==> src/logic/rv_core_pkg.sv <==
`default_nettype none

package rv_core_pkg;

    localparam int xlen = 32;

    typedef logic [4:0]      reg_addr_t;
    typedef logic [xlen-1:0] word_t;

    // --------------------------------------------------
    // opcodes
    localparam logic [6:0] opc_op     = 7'b0110011;
    localparam logic [6:0] opc_op_imm = 7'b0010011;
    localparam logic [6:0] opc_lui    = 7'b0110111;
    localparam logic [6:0] opc_auipc  = 7'b0010111;
    localparam logic [6:0] opc_branch = 7'b1100011;
    localparam logic [6:0] opc_jal    = 7'b1101111;
    localparam logic [6:0] opc_load   = 7'b0000011;
    localparam logic [6:0] opc_store  = 7'b0100011;

    // alu funct3
    localparam logic [2:0] f3_add_sub = 3'b000;
    localparam logic [2:0] f3_sll     = 3'b001;
    localparam logic [2:0] f3_slt     = 3'b010;
    localparam logic [2:0] f3_sltu    = 3'b011;
    localparam logic [2:0] f3_xor     = 3'b100;
    localparam logic [2:0] f3_srl_sra = 3'b101;
    localparam logic [2:0] f3_or      = 3'b110;
    localparam logic [2:0] f3_and     = 3'b111;

    // branch funct3
    localparam logic [2:0] f3_beq  = 3'b000;
    localparam logic [2:0] f3_bne  = 3'b001;
    localparam logic [2:0] f3_blt  = 3'b100;
    localparam logic [2:0] f3_bge  = 3'b101;
    localparam logic [2:0] f3_bltu = 3'b110;
    localparam logic [2:0] f3_bgeu = 3'b111;

    // --------------------------------------------------
    // datapath selects
    typedef enum logic {alu_a_rs1, alu_a_pc} alu_a_sel_e;
    typedef enum logic {alu_b_rs2, alu_b_imm} alu_b_sel_e;
    typedef enum logic [1:0] {wb_alu, wb_mem, wb_pc4, wb_imm} wb_sel_e;
    typedef enum logic {fwd_regfile, fwd_mwb} fwd_sel_e;

    localparam word_t nop_inst = '0; // bubble, never retires

endpackage

`default_nettype wire

==> src/logic/alu.sv <==
`timescale 1ns/1ps
`default_nettype none

module alu (
    input  rv_core_pkg::word_t a,
    input  rv_core_pkg::word_t b,
    input  wire logic [2:0]    funct3,
    input  wire logic          alt,
    output rv_core_pkg::word_t result
);

    logic [4:0] shamt;
    rv_core_pkg::word_t sra_result; // arithmetic shift, sign filled from a[31]

    assign shamt      = b[4:0];
    assign sra_result = $signed(a) >>> shamt;

    always_comb begin
        case (funct3)
            rv_core_pkg::f3_add_sub: result = alt ? a - b : a + b;
            rv_core_pkg::f3_sll:     result = a << shamt;
            rv_core_pkg::f3_slt:     result = {31'd0, $signed(a) < $signed(b)};
            rv_core_pkg::f3_sltu:    result = {31'd0, a < b};
            rv_core_pkg::f3_xor:     result = a ^ b;
            rv_core_pkg::f3_srl_sra: result = alt ? sra_result : a >> shamt;
            rv_core_pkg::f3_or:      result = a | b;
            default:                 result = a & b; // and
        endcase
    end

endmodule

`default_nettype wire

==> src/logic/execute_stage.sv <==
`timescale 1ns/1ps
`default_nettype none

module execute_stage (
    input  wire logic               clk,
    input  wire logic               rst,
    input  rv_core_pkg::word_t      fd_inst,
    input  rv_core_pkg::word_t      fd_pc,
    input  rv_core_pkg::word_t      rs1_val,
    input  rv_core_pkg::word_t      rs2_val,
    input  wire logic               flush,
    output rv_core_pkg::word_t      ex_inst,
    input  rv_core_pkg::word_t      imm,
    input  rv_core_pkg::alu_a_sel_e alu_a_sel,
    input  rv_core_pkg::alu_b_sel_e alu_b_sel,
    input  wire logic [2:0]         alu_funct3,
    input  wire logic               alu_alt,
    input  rv_core_pkg::fwd_sel_e   fwd_rs1,
    input  rv_core_pkg::fwd_sel_e   fwd_rs2,
    input  rv_core_pkg::word_t      mwb_wb_data,
    output rv_core_pkg::word_t      ex_result,
    output rv_core_pkg::word_t      ex_store_data,
    output rv_core_pkg::word_t      ex_pc,
    output logic                    branch_taken,
    output rv_core_pkg::word_t      redirect_pc
);

    rv_core_pkg::word_t inst_q;
    rv_core_pkg::word_t pc_q;
    rv_core_pkg::word_t rs1_q;
    rv_core_pkg::word_t rs2_q;
    rv_core_pkg::word_t op1;
    rv_core_pkg::word_t op2;
    rv_core_pkg::word_t alu_a;
    rv_core_pkg::word_t alu_b;

    // --------------------------------------------------
    // fetch/decode -> execute
    always_ff @(posedge clk) begin
        if (rst) begin
            inst_q <= rv_core_pkg::nop_inst;
        end else begin
            inst_q <= flush ? rv_core_pkg::nop_inst : fd_inst;
        end
    end

    always_ff @(posedge clk) begin
        pc_q  <= fd_pc;
        rs1_q <= rs1_val;
        rs2_q <= rs2_val;
    end

    // forwarding, then operand muxes
    assign op1   = (fwd_rs1 == rv_core_pkg::fwd_mwb) ? mwb_wb_data : rs1_q;
    assign op2   = (fwd_rs2 == rv_core_pkg::fwd_mwb) ? mwb_wb_data : rs2_q;
    assign alu_a = (alu_a_sel == rv_core_pkg::alu_a_pc) ? pc_q : op1;
    assign alu_b = (alu_b_sel == rv_core_pkg::alu_b_imm) ? imm : op2;

    alu alu_i (
        .a(alu_a),
        .b(alu_b),
        .funct3(alu_funct3),
        .alt(alu_alt),
        .result(ex_result)
    );

    // --------------------------------------------------
    // branch compare, only meaningful for branch opcodes
    always_comb begin
        case (inst_q[14:12])
            rv_core_pkg::f3_beq:  branch_taken = op1 == op2;
            rv_core_pkg::f3_bne:  branch_taken = op1 != op2;
            rv_core_pkg::f3_blt:  branch_taken = $signed(op1) < $signed(op2);
            rv_core_pkg::f3_bge:  branch_taken = $signed(op1) >= $signed(op2);
            rv_core_pkg::f3_bltu: branch_taken = op1 < op2;
            rv_core_pkg::f3_bgeu: branch_taken = op1 >= op2;
            default:              branch_taken = 1'b0;
        endcase
    end

    assign redirect_pc   = pc_q + imm; // branch and jal target
    assign ex_inst       = inst_q;
    assign ex_pc         = pc_q;
    assign ex_store_data = op2;

endmodule

`default_nettype wire

==> config.mk <==
export PLATFORM = sky130hd
export DESIGN_NAME = execute_stage
export DESIGN_NICKNAME = d
export VERILOG_FILES = /design/src/logic/rv_core_pkg.sv /design/src/logic/alu.sv /design/src/logic/execute_stage.sv
export SDC_FILE = /design/constraint.sdc
export NUM_CORES = 1
export LEC_CHECK = 0
export BUFFER_PORTS_ARGS = -buffer_cell sky130_fd_sc_hd__buf_4
export CORE_UTILIZATION = 45
export CTS_CLUSTER_DIAMETER = 50
export DETAILED_ROUTE_END_ITERATION = 6
export GPL_TIMING_DRIVEN = 0
export MAX_ROUTING_LAYER = met4
export PLACE_DENSITY_LB_ADDON = 0.05
export REMOVE_ABC_BUFFERS = 1
export SLEW_MARGIN = 10
export SYNTH_ARGS = -nofsm -noshare
export SYNTH_HDL_FRONTEND = slang
export SYNTH_SLANG_ARGS = --single-unit
==> constraint.sdc <==
create_clock -name clk -period 8.9 [get_ports clk]
set_clock_uncertainty 0.2 [all_clocks]
set_input_delay 1.335 -clock clk [delete_from_list [all_inputs] [get_ports clk]]
set_output_delay 1.335 -clock clk [all_outputs]
set_load 0.02 [all_outputs]
; ---- After elaboration in Yosys (flattened, before gate mapping)
; Index checks and enable logic that the tools add are counted.
[word_totals]
ff_bits = 128
in_bits = 203
output_inout_bits = 161
wordCells = 43
[op_classes]
add_sub_neg = 3
n_lt_le_gt_ge = 6
eq_ne = 13
shifts = 3
mux = 8
bitwise = 3
n_reduce_logical = 3
[op_table]
columns = operator, n
row1 = $pmux W32 S7, 1
row2 = $mux W32, 6
row3 = $lt A32 B32 Y1, 4
row4 = $add A32 B32 Y32, 2
row5 = $ge A32 B32 Y1, 2
row6 = $and A32 B32 Y32, 1
row7 = $eq A32 B32 Y1, 1
row8 = $ne A32 B32 Y1, 1
row9 = $or A32 B32 Y32, 1
row10 = $shl A32 B5 Y32, 1
row11 = $shr A32 B5 Y32, 1
row12 = $sshr A32 B5 Y32, 1
row13 = $sub A32 B32 Y32, 1
row14 = $xor A32 B32 Y32, 1
row15 = $eq A3 B3 Y1 const B, 7
row16 = $eq A3 B1 Y1 const B, 2
row17 = $eq A3 B2 Y1 const B, 2
row18 = $logic_not A3 Y1, 2
row19 = $pmux W1 S6, 1
row20 = $reduce_or A2 Y1, 1

; ---- Depth between registers and ports, before layout
; Gate-level depths: netlist (run 1).
[depth]
ltp_word = 5
mapped_depth = 19
mapped_depth_nobuf = 16

; ---- By module
; From an unflattened synthesis (run 1), not the netlist that was laid out.
[unflattened]
cells_unflattened = 1988
hier_area_um2 = 16041.6
[modules_own_cells]
columns = module, instances, cells_each, area_each_um2, seq_area_each_um2
row1 = alu, 1, 1361, 9399.0, 0.0
row2 = execute_stage, 1, 627, 6642.6, 2562.5

; ---- Least setup slack after synthesis (run 1)
; No wires, ideal clock.
[synth_path]
path_type = input-to-output
start = in fwd_rs2
end = out ex_result[24]
arrival_time_ns = 5.219
t_required_ns = 7.365
setup_slack_ns = 2.146
path_stages = 18
path_buffers = 3
cell_sequence = mux2_2 mux2i_4 inv_2 buf_2 buf_2 buf_1 ha_1 fa_1 nor2_1 o221ai_1 a211oi_1 nor4_2 or4_1 a21oi_1 nor3_1 o32ai_1 xnor2_1 o22ai_1
[synth_between]
elab_chain_cells = 5
word_cells_on_any_way = 13
classes_between = add/sub (2) / shift (3) / mux (5) / bitwise (3)
[synth_lines]
columns = item, line_no
row1 = from (decl), execute_stage.sv:19  ; input rv_core_pkg::fwd_sel_e fwd_rs2,
row2 = $mux W32 (*), execute_stage.sv:55  ; assign op2 = (fwd_rs2 == rv_core_pkg::fwd_mwb) ? mwb_wb_data : rs2_q;
row3 = $mux W32 (*), execute_stage.sv:57  ; assign alu_b = (alu_b_sel == rv_core_pkg::alu_b_imm) ? imm : op2;
row4 = $add A32 B32 Y32 (tied with other cells), alu.sv:20  ; rv_core_pkg::f3_add_sub: result = alt ? a - b : a + b;
row5 = $mux W32 (on tied branches), "alu.sv:20, alu.sv:25"
row6 = $pmux W32 S7 (*), alu.sv:19  ; case (funct3)
row7 = to (decl), execute_stage.sv:21  ; output rv_core_pkg::word_t ex_result,
; Mark *: on every way between the ends. The rest lies on a longest branch, timed or not.

; ---- Worst setup path after layout (run 1)
[layout_path]
start = in fwd_rs2
end = out ex_result[30]
; Same word-level chain as after synthesis.

==> flow_results.org, run 1 <==
** Worst setup path
- Critical path type :: in -> out
- Critical path data arrival time :: 7060 ps
- Crit path buffers/inverters :: 3
- STA classifies the critical path startpoint as an input pin.
- Largest fanout on the critical path :: 58
- Slowest stage cell, crit path :: sky130_fd_sc_hd__a211oi_1
- Grouping stages by cell kind, the critical path spends the most delay in compound AO/OA/AOI/OAI gates.
- Data on the critical path is required at its endpoint by 7360 ps.
- CP peak stage delay :: about 620 ps
- Ordered list of cells on the worst path :: buf_4, mux2_2, mux2i_4, inv_4, ha_1, fa_1, nor2_1, o221ai_1, a211oi_1, nor4_2, nor4_2, nor2_1, o311ai_1, o31ai_1, xnor2_1, o21ai_1, buf_4
- CP endpoint kind :: output pin

** Floorplan
- In this run the horizontal extent of the chip is roughly 190 µm.
- Vertical extent of the die :: about 190 µm
- After floorplanning, the core was divided into 67 placement rows.
- For this configuration, the core starts out at a cell density of 0.458.
- # IOs :: ~360
- The die covers ~0.035 mm².
- The core region is 0.0336 mm².

** Clock tree
- Clock tree synthesis inserted a total of 17 buffers.
- Root buffer selected by CTS :: sky130_fd_sc_hd__clkbuf_16
- The clock drives around 130 sinks.
- Number of setup buffers added after CTS :: 0
- TritonCTS built the clock tree.
- Longest Clk Path Bufs :: 2
- The clock tree synthesis step divided the H-tree into 4 levels.
- Clock-pin slew was measured on the worst setup and hold paths at ~60 ps.

** STA
- The count of pins over their slew limit was 0.
- Setup repair after global routing left no endpoint under its margin.
- Clock period minus final worst setup slack :: around 8600 ps
- Number of hold violations in the final report :: 0
- In the finished design, the share of the clock period the worst path needs comes to 0.966.
- The worst path meets setup with around 300 ps of slack.
- Worst slew margin relative to its limit :: 0.171
- Setup violations remaining at the end of the flow were counted as 0.
- Based on the critical path, the design can be clocked at up to 116 MHz.
- At the pin with the least slew margin, the transition time is 1240 ps.

** Global routing
- The initial antenna violation count came to 0.
- Vias in the first global route :: between 15k and 20k
- For this run, the total global-route usage over all layers was measured as 0.370.
- Final global-route overflow total :: 0
- Global-route wire length before repair :: about 96000 µm
- Entering global routing, the biggest net connects 66 pins.

** Yosys
- Part of the Yosys area used for sequential elements :: 0.166
- Flip-flop and latch count after synthesis :: about 130
- Count of flip-flops with a built-in enable after synthesis :: 0
- In the synthesized netlist, the number of instances is just over 2k.
- Number of distinct library cell variants in the gate-level netlist after synthesis :: 93
- Post-synthesis instance area :: 0.0154 mm²
- Yosys printed 0 warnings.
- Counting flops with an async set or reset pin after synthesis yields a share of 0.
- After synthesis, the mean cell area works out to approximately 7.6 µm².
- Primary FF master, synth :: sky130_fd_sc_hd__dfxtp_1

** Place
- Area of placed instances :: between 0.015 and 0.02 mm²
- Port buffer count :: about 360
- Detailed placement finished with a half-perimeter wire length of 50700 µm.
- Last weighted congestion value of the routability-driven placer :: roughly 1.0
- Timing analysis after detailed placement gives a worst setup slack of ~36 ps.

** Power and ir drop
- The design draws 2.90 mW.
- Lkg Pwr :: ~9 nW
- The worst-case IR drop observed on VDD is 0.150 mV.
- Total power density per cell area :: around 150 mW/mm²

** Final layout
- Of the cells placed in the final design, the portion with a size suffix greater than 1 is 0.239.
- Syn-to-layout area delta :: 23.7%
- 0 antenna diodes ended up in the layout.
- Post-layout net count :: 2654
- Final design instance area without fill :: approximately 0.019 mm²

** Drt
- Once detail routing completed, the nets flagged for antenna violations numbered 0.
- Routed via count divided by cell count :: a little over 6
- First drt pass iteration count :: 6
- Dividing the detail-routed wire length by the instance count gives 23.4 µm.
- Routed wire length :: about 64000 µm
- Count of vias placed by the detailed router :: around 17k
- First DRT Iteration DRCs :: about 1.9k
- Number of DRC violations after detailed routing :: 0

** Run
- Max Cap Viol :: 0

** Status
- The flow ran to the end, and the final reports show no timing, DRC or antenna violations.

** Worst hold path
- For hold timing, the worst endpoint is ex_pc[2].
- The path class of the tightest hold or removal check is in -> reg.
- In this run the most critical hold path is launched from fd_pc[2].
- Counting instances, the worst hold path has a depth of 1.
-- through the flow --
stage | TNS (ps) | utilization | hold WS [ps] | cells
after floorplan | -711 | - | 1160 | 1892
after global placement | -114070 | 0.538 | 1240 | 2703
after detailed placement | 0 | 0.549 | 1240 | 2717
after CTS | 0 | 0.566 | 766 | 2749
after global routing | 0 | 0.566 | 771 | 2749
final | 0 | 0.566 | 785 | 2749
-- logic make-up (layout without fill, tap and decap cells) --
family / count (synthesis) / after routing / synth area share
fa+ha+maj: 163 / 163 / 0.134
flops: 128 / 128 / 0.166
simple gates: 537 / 537 / 0.158
xor+xnor: 48 / 48 / 0.0273
compound gates: 643 / 643 / 0.270
mux: 212 / 212 / 0.166
buf+inv: 284 / 570 / 0.0782
-- power breakdown --
group          switching (mW)  internal (mW)
sequential             0.0157          0.602
clock                   0.294          0.416
combinational           0.971          0.605
-- flip-flops by register name, summed over array words and instances (netlist names) --
name and count:
rs2_q 32, rs1_q 32, ex_pc 32, ex_inst 32
-- placed cells by master, fill, tap and decap left out, drive strengths merged, types with 39 or more instances in the layout --
master / instances
a21o: 42
a21oi: 183
a211oi: 40
and2: 39
nor2: 194
o21ai: 151
ha: 160
mux2i: 132
mux2: 77
inv: 164
nand2: 164
buf: 377
dfxtp: 128
-- synth_stat cells, drive strengths merged, types with 12 or more instances --
cell / number / share of area
inv: 160 / 0.039
a31oi: 20 / 0.0085
and2: 39 / 0.016
o21ai: 151 / 0.049
dfxtp: 128 / 0.17
mux2i: 132 / 0.10
nand2: 164 / 0.040
xnor2: 36 / 0.020
clkbuf: 56 / 0.014
o21a: 13 / 0.0063
a22o: 12 / 0.0068
a21oi: 183 / 0.060
ha: 160 / 0.13
nor3: 32 / 0.010
xor2: 12 / 0.0068
o31ai: 18 / 0.0091
o211ai: 25 / 0.012
o22ai: 18 / 0.0073
nand4: 13 / 0.0053
a211oi: 40 / 0.020
mux2: 77 / 0.059
buf: 67 / 0.025
a21o: 42 / 0.020
a221oi: 14 / 0.0088
nand2b: 14 / 0.0062
nor2: 194 / 0.047
nand3: 25 / 0.0081
-- worst max-delay path by stage --
| stage | start | endpoint | slack (ps) | depth (start not counted) |
|---|---|---|---|---|
| 2_1_floorplan | fwd_rs2 | ex_result[27] | -180 | 13 |
| 3_3_place_gp | fwd_rs2 | ex_result[30] | -4170 | 15 |
| 3_5_place_dp | fwd_rs2 | ex_result[30] | 40 | 17 |
| 4_1_cts | fwd_rs2 | ex_result[30] | 20 | 17 |
| 5_1_grt | fwd_rs2 | ex_result[28] | 60 | 17 |
| 6_report | fwd_rs2 | ex_result[30] | 310 | 17 |
-- final cells by class --
type	instances	area (µm²)
fillers	3244	14600
multi-input cells	1603	11700
repair buffers	377	3070
flip-flops and latches	128	2560
inverters	161	609
well taps	448	561
clock buffers	18	429
clock inverters	14	158
-- metal layers --
metal	vias up	global-route usage	wire length (µm)
met5	-	-	0
met4	0	0.118	1780
met3	102	0.0542	5610
met2	915	0.576	29100
met1	7958	0.491	27900
li1	7817	-	-
-- what timing repair did --
item / 4_1_cts / 5_1_grt
hold buffers: 0 / 0
setup endpoints to repair: 0 / 7
hold endpoints to repair: 0 / 0
gates resized for setup: 0 / 3
No activity file was read; power rests on OpenSTA's default activity.
==> run 2, diff against run 1 <==
--- a/config.mk
+++ b/config.mk
@@ -9,10 +9,10 @@
 export CORE_UTILIZATION = 45
 export CTS_CLUSTER_DIAMETER = 50
 export DETAILED_ROUTE_END_ITERATION = 6
-export GPL_TIMING_DRIVEN = 0
 export MAX_ROUTING_LAYER = met4
 export PLACE_DENSITY_LB_ADDON = 0.05
 export REMOVE_ABC_BUFFERS = 1
+export SKIP_LAST_GASP = 1
 export SLEW_MARGIN = 10
 export SYNTH_ARGS = -nofsm -noshare
 export SYNTH_HDL_FRONTEND = slang
==> run 2 against run 1 <==
  * Final cell count grew 0.33%
  * Maximum frequency grew 12%
  * Utilization shrank 0.41 points
  * Combinational power is essentially flat
  * Hold slack lost 2.0 ps
  * Sequential share of layout area grew 0.099 points
  * Worst setup slack gained 910 ps
  * Critical path depth shrank 1
  * Count of clock-buffer cells in the layout is the same
  * Power grew 1.9%
  * Via count grew 0.79%
  * Largest power group unchanged
==> flow_results.org, run 2 (synthesis gave the netlist of run 1 again) <==
** Status
- Run status :: finished clean

** Drt
- Routed length per instance :: 23.9 µm (+1.9%)
- Routed wire length :: 65900 µm (+2.3%)
- First drt pass iteration count :: 6 (unchanged)
- First DRT Iteration DRCs :: 1718 (-7.7%)
- The number of nets with antenna violations after routing is 0 (unchanged).
- Routed via count divided by cell count :: 6.14 (+0.46%)
- The total via count after detailed routing was 16.9k (+0.79%).
- Number of DRC violations after detailed routing :: 0 (unchanged)

** Floorplan
- The starting density of the core is 0.458 (unchanged).
- Overall die width :: 187 µm (unchanged)
- The die outline area was 0.0350 mm² (unchanged).
- The standard cell core area is 0.0336 mm² (unchanged).
- The die boundary height came to 187 µm (unchanged).
- Placement row count :: 67 (unchanged)
- The number of top-level design ports was 364 (unchanged).

** Worst hold path
- Kind of path behind the tightest hold check :: in -> reg

** STA
- The post-route worst setup slack came to 1210 ps (+909 ps).
- RSZ-0062 raised after global routing :: false
- The time the worst path needs with I/O delays and setup is 7690 ps (-909 ps).
- Number of hold violations in the final report :: 0 (unchanged)
- The worst slew margin relative to its limit came to 0.397 (+0.226).
- The minimum hold slack is 783 ps (-1.96 ps).
- Tightest Pin Transition :: 901 ps (-341 ps)
- Final worst-path cycle share :: 0.864 (-0.102)
- The maximum operating frequency is 130 MHz (+12%).
- The total of endpoints with negative setup slack in the final report was 0 (unchanged).
- The count of pins over their slew limit came to 0 (unchanged).

** Final layout
- Syn-to-layout area delta :: 22.8%
- The total area of multi-input combinational cells came to 0.0116 mm² (about the same).
- Register area :: 0.00256 mm² (unchanged)
- The filler cell count was 3253 (+0.28%).
- Share of layout cells above drive strength 1 :: 0.239 (+0.000906)
- Post-layout net count :: 2662 (+0.30%)
- Most frequent cells in the layout :: 385 x sky130_fd_sc_hd__buf_4, 193 x sky130_fd_sc_hd__nor2_1, 182 x sky130_fd_sc_hd__a21oi_1, 164 x sky130_fd_sc_hd__nand2_1, 160 x sky130_fd_sc_hd__ha_1
- Most common cell after layout, fill and taps aside :: sky130_fd_sc_hd__buf_4

** Global routing
- Global-route wire length before repair :: 99300 µm (+3.1%)
- Global routing usage summed across all routing layers :: 0.381 (+0.0110)
- The number of global-route vias before repair is 16.3k (+2.1%).
- Final global-route overflow total :: 0 (unchanged)
- Maximum number of pins on one net before global-route repair :: 69 (+4.5%)
- Number of antenna violations at the first check in global routing :: 1 (+1)

** Power and ir drop
- Worst supply voltage drop on vdd :: 0.142 mV (-5.1%)
- Power, Total :: 2.96 mW (+1.9%)
- The leakage power summed over all cells is 8.94 nW (-0.37%).
- Total power density per cell area :: 157 mW/mm² (+2.6%)

** Clock tree
- Number of setup buffers added after CTS :: 0 (unchanged)
- Root buffer selected by CTS :: sky130_fd_sc_hd__clkbuf_16
- Number of gates resized after CTS :: 0 (unchanged)
- CTS tree :: built
- Longest Clk Path Bufs :: 2 (unchanged)
- Clock buffers created by TritonCTS :: 17 (unchanged)
- CTS Hold Bufs :: 0 (unchanged)
- The clock-pin slew on the worst setup and hold paths came to 70 ps (about the same).
- Clock tree sinks :: 128 (unchanged)
- Number of levels the H-tree was split into :: 4 (unchanged)

** Worst setup path
- The critical path in this run is classified as in -> out.
- Required arrival time at the worst endpoint :: 7360 ps (about the same)
- The worst setup path is launched from an input pin.
- STA classifies the critical path endpoint as an output pin.
- Largest fanout on the critical path :: 32 (-45%)
- The signal arrival time at the worst endpoint is 6150 ps (-910 ps).

** Run
- Max Cap Viol :: 0 (unchanged)

** Place
- Port buffer count :: 363 (unchanged)
- The weighted congestion at the end of routability-driven global placement was 1.03 (+1.7%).
- The minimum setup slack after placement was 1490 ps (+1460 ps).
- DPL Wire Length :: 51700 µm (+2.1%)
==> run 2: cell count changes in the layout (fill, tap and decap cells not counted), sizes merged <==
cell,before,now
bufinv,2,4
buf,377,385
inv,164,165
diode,0,1
clkinv,9,5
clkinvlp,0,1
==> run 2: layer usage <==
| metal | GRT usage | share of wire | vias up | wire length [µm] |
|---|---|---|---|---|
| met5 | - | 0 | - | 0 |
| met4 | 0.113 | 0.027 | 0 | 1790 |
| met3 | 0.0651 | 0.096 | 99 | 6340 |
| met2 | 0.583 | 0.45 | 931 | 29500 |
| met1 | 0.511 | 0.43 | 8052 | 28200 |
| li1 | - | - | 7842 | - |
==> run 2: final timing paths <==
check	start	end	slack, ps	cells past startpoint
setup / recovery	fwd_rs2	ex_result[0]	1210	16
hold / removal	rs2_val[28]	rs2_q[28]	780	1
==> run 2: power by group <==
group / internal, mW / total (mW) / switching, mW
Sequential: 0.602 / 0.618 / 0.0161
Clock: 0.475 / 0.779 / 0.305
Combinational: 0.590 / 1.56 / 0.970
Total: 1.67 / 2.96 / 1.29
==> run 2: area by class of cell <==
class	instances	area share
Antenna cell	1	0.000132
Clock buffer	18	0.0227
Clock inverter	14	0.0109
Inverter	161	0.0321
Multi-Input combinational cell	1603	0.616
Sequential cell	128	0.136
Tap cell	448	0.0297
Timing Repair Buffer	385	0.153
==> run 2: critical path, stage by stage <==
cell and delay, ps:
sky130_fd_sc_hd__buf_4 490, sky130_fd_sc_hd__mux2_2 460, sky130_fd_sc_hd__mux2i_4 170, sky130_fd_sc_hd__inv_2 70, sky130_fd_sc_hd__ha_1 220, sky130_fd_sc_hd__fa_1 440
sky130_fd_sc_hd__nor2_1 200, sky130_fd_sc_hd__o221ai_1 250, sky130_fd_sc_hd__a211oi_1 550, sky130_fd_sc_hd__nor4_2 190, sky130_fd_sc_hd__nor4_1 530, sky130_fd_sc_hd__nor2_1 190
sky130_fd_sc_hd__o31ai_1 360, sky130_fd_sc_hd__a41oi_1 160, sky130_fd_sc_hd__o32a_1 330, sky130_fd_sc_hd__buf_4 170
==> run 2: per-stage QoR <==
step	instances	area [µm²]	util	TNS, ps
finish	2758	18900	0.562	0
global route	2758	18900	0.562	0
global placement	2725	18300	0.543	0
CTS	2757	18900	0.562	0
detailed placement	2725	18300	0.543	0
floorplan	1892	14800	-	-711
==> run 3, diff against run 2 <==
--- a/config.mk
+++ b/config.mk
@@ -16,4 +16,5 @@
 export SLEW_MARGIN = 10
 export SYNTH_ARGS = -nofsm -noshare
 export SYNTH_HDL_FRONTEND = slang
+export SYNTH_HIERARCHICAL = 1
 export SYNTH_SLANG_ARGS = --single-unit
==> run 3 against run 2 <==
  * Count of clock-buffer cells in the layout rose by 3
  * Non-clock buffer count rose by 1
  * Synthesized area rose by 4.2%
  * First-iteration DRC count rose by 1.1%
  * Wire length rose by 8.7%
  * Power rose by 2.6%
  * Critical path depth fell by 3
  * Final cell count fell by 1.0%
  * Synthesized cell count fell by 1.3%
  * Final area rose by 3.3%
  * Via count rose by 3.0%
  * Critical path type unchanged
==> flow_results.org, run 3 <==
** Global routing
- The initial antenna violation count came to 2 (+1).
- Global-route wire length before repair :: 105000 µm (+5.9%)
- Global routing usage summed across all routing layers :: 0.398 (+0.0174)
- The pin count of the biggest net entering global routing was 58 (-16%).
- The aggregate global routing overflow was 0 (unchanged).
- Vias in the first global route :: 16.7k (+1.9%)

** Status
- The flow ran to the end, and the final reports show no timing, DRC or antenna violations.

** Drt
- The total via count after detailed routing was 17.4k (+3.0%).
- The total wire length is 71600 µm (+8.7%).
- The first-pass detailed-route iteration total is 5 (-1).
- Routed via count divided by cell count :: 6.38 (+4.0%)
- Count of antenna-violating nets left after detailed routing :: 0 (unchanged)
- The number of remaining DRC errors was 0 (unchanged).
- Routed length per instance :: 26.2 µm (+9.9%)
- The number of DRC markers in iteration 0 was 1737 (+1.1%).

** Yosys
- Area share of the largest cell type after synthesis :: 0.160 (-0.00673)
- Synth async-reset ratio :: 0 (unchanged)
- In the synthesized netlist, the cells that appear most often are 195 x sky130_fd_sc_hd__a21oi_1, 166 x sky130_fd_sc_hd__ha_1, 149 x sky130_fd_sc_hd__nor2_1.
- Flip-flop and latch count after synthesis :: 128 (unchanged)
- The number of flops mapped to enable cells by yosys was 0 (unchanged).
- Main area contributors after synthesis :: sky130_fd_sc_hd__dfxtp_1 16%, sky130_fd_sc_hd__ha_1 13%, sky130_fd_sc_hd__mux2_2 9.5%
- sky130_fd_sc_hd__dfxtp_1 takes more of the synthesized area than any other cell.
- Primary FF master, synth :: sky130_fd_sc_hd__dfxtp_1
- The distinct cell type count after synthesis was 101 (+8.6%).
- Synthesized area per cell :: 8.07 µm² (+5.6%)
- Part of the Yosys area used for sequential elements :: 0.160 (-0.00673)
- The cell count after synthesis was 1988 (-1.3%).
- Post-synthesis instance area :: 0.0160 mm² (+4.2%)
- Warning count from the yosys run :: 6 (+6)
- Among all cell types in the netlist, the one instantiated most often is sky130_fd_sc_hd__a21oi_1.

** Clock tree
- Clock tree sinks :: 128 (unchanged)
- CTS tree :: built
- The post-cts resize count was 0 (unchanged).
- The clock-pin slew on the worst setup and hold paths came to 60 ps (about the same).
- The tree is rooted in a sky130_fd_sc_hd__clkbuf_16.
- The maximum level of the CTS H-tree was 4 (unchanged).
- The post-cts hold buffer count was 0 (unchanged).
- The post-CTS setup-driven buffer insertion count is 0 (unchanged).
- Clock buffers created by TritonCTS :: 17 (unchanged)
- Longest Clk Path Bufs :: 2 (unchanged)

** Worst setup path
- Worst setup startpoint :: alu_b_sel
- Critical path type :: in -> out
- Worst setup endpoint :: ex_result[0]
- Worst Setup Start Kind :: input pin
- Largest fanout on the critical path :: 50 (+56%)
- Critical path data arrival time :: 6230 ps (+80 ps)
- CP endpoint kind :: output pin
- Required arrival time at the worst endpoint :: 7360 ps (about the same)

** Place
- Worst Setup Slack post-DPL :: 1340 ps (-156 ps)
- Placed Cells :: 2696 (-1.1%)
- The weighted congestion at the end of routability-driven global placement was 1.03 (+0.42%).
- DPL Wire Length :: 56300 µm (+8.9%)
- The number of port buffers was 363 (unchanged).

** Final layout
- Most frequent cells in the layout :: 386 x sky130_fd_sc_hd__buf_4, 194 x sky130_fd_sc_hd__a21oi_1, 166 x sky130_fd_sc_hd__ha_1, 149 x sky130_fd_sc_hd__nor2_1, 144 x sky130_fd_sc_hd__inv_1
- Post-layout net count :: 2632 (-1.1%)
- Most common cell after layout, fill and taps aside :: sky130_fd_sc_hd__buf_4
- Share of layout cells above drive strength 1 :: 0.280 (+0.0407)
- The final non-filler cell total is 2730 (-1.0%).
- Syn-to-layout area delta :: 21.7%

** STA
- Clock period minus final worst setup slack :: 7760 ps (+76.0 ps)
- Final setup violation count :: 0 (unchanged)
- The share of the cycle needed by the critical path after routing was 0.872 (+0.00854).
- RSZ-0062 raised after global routing :: false
- The post-route worst setup slack was 1140 ps (-76.0 ps).
- The actual transition at the worst max-transition pin is 1150 ps (+246 ps).
- Final number of max-transition violations :: 0 (unchanged)
- Number of hold violations in the final report :: 0 (unchanged)
- Worst slew margin relative to its limit :: 0.235 (-0.162)
- F_max :: 129 MHz (-0.98%)

** Floorplan
- The die outline area came to 0.0364 mm² (+4.2%).
- The number of rows in the core area came to 68 (+1.5%).
- The die boundary width was 191 µm (+2.1%).
- The number of top-level design ports was 364 (unchanged).
- The standard cell core area came to 0.0348 mm² (+3.5%).
- The starting density of the core is 0.461 (+0.00307).
- The die boundary height was 191 µm (+2.1%).

** Power and ir drop
- The leakage power summed over all cells is 8.92 nW (-0.22%).
- Total power density per cell area :: 155 mW/mm² (-0.66%)
- The peak ir drop on the vdd network came to 0.259 mV (+82%).

** Run
- The number of max-capacitance violations reported came to 0 (unchanged).

** Worst hold path
- Kind of path behind the tightest hold check :: in -> reg
-- run 3: routing by layer --
metal  up-vias  global-route usage  part of all wire
li1       7843                   -                 -
met1      8377               0.487              0.40
met2      1011               0.630              0.47
met3       198              0.0635             0.080
met4         0               0.206             0.056
met5         -                   -                 0
-- run 3: layout make-up --
type                            count  area [µm²]
Clock buffer                       21         480
Timing Repair Buffer              386        2900
Tap cell                          455         569
Sequential cell                   128        2560
Inverter                          149         567
Multi-Input combinational cell   1578       12300
Clock inverter                     11         175
Antenna cell                        2        5.00
Fill cell                        3266       15300
-- run 3: worst max-delay path, cell delays in order --
cell and delay, ps:
sky130_fd_sc_hd__buf_4 430, sky130_fd_sc_hd__mux2_4 400, sky130_fd_sc_hd__buf_4 650, sky130_fd_sc_hd__buf_4 540, sky130_fd_sc_hd__mux4_2 560, sky130_fd_sc_hd__mux2i_1 230
sky130_fd_sc_hd__mux4_2 280, sky130_fd_sc_hd__nor2_1 40, sky130_fd_sc_hd__nor4_1 820, sky130_fd_sc_hd__nand2_1 160, sky130_fd_sc_hd__o21ai_1 350, sky130_fd_sc_hd__a31oi_1 120
sky130_fd_sc_hd__buf_4 230
-- run 3: power by group --
| group | internal, mW | switching, mW |
|---|---|---|
| registers | 0.603 | 0.0156 |
| clock network | 0.501 | 0.271 |
| logic | 0.634 | 1.01 |
-- run 3: kinds of logic (layout without fill, tap and decap cells) --
| kind of cell | after synthesis | in the layout | synth area share |
|---|---|---|---|
| adders and majority gates | 169 | 169 | 0.133 |
| and+or+nand+nor | 512 | 512 | 0.154 |
| buffers and inverters | 282 | 567 | 0.0777 |
| xor gates and xnor gates | 46 | 46 | 0.0251 |
| DFF | 128 | 128 | 0.160 |
| AOI/OAI and AO/OA | 606 | 606 | 0.253 |
| muxes | 245 | 245 | 0.198 |
| other | 0 | 2 | 0 |
-- run 3: metrics by stage --
| step | setup TNS (ps) | hold slack, ps | total power, mW | util | instance area, µm² |
|---|---|---|---|---|---|
| after floorplan | -42520 | 1160 | 1.63 | - | 15400 |
| after global placement | 0 | 1240 | 2.22 | 0.542 | 18900 |
| after detailed placement | 0 | 1240 | 2.23 | 0.542 | 18900 |
| after CTS | 0 | 785 | 3.01 | 0.561 | 19500 |
| after global routing | 0 | 790 | 3.17 | 0.561 | 19500 |
| final | 0 | 802 | 3.04 | 0.561 | 19500 |
-- run 3: worst min path at each step --
stage / endpoint / start / slack, ps / cells after the start
global placement: ex_pc[13] / fd_pc[13] / 1240 / 1
finish: ex_pc[7] / fd_pc[7] / 800 / 1
floorplan: ex_pc[0] / fd_pc[0] / 1160 / 0
detailed placement: ex_pc[11] / fd_pc[11] / 1240 / 1
global route: ex_pc[6] / fd_pc[6] / 790 / 1
CTS: rs2_q[6] / rs2_val[6] / 780 / 1
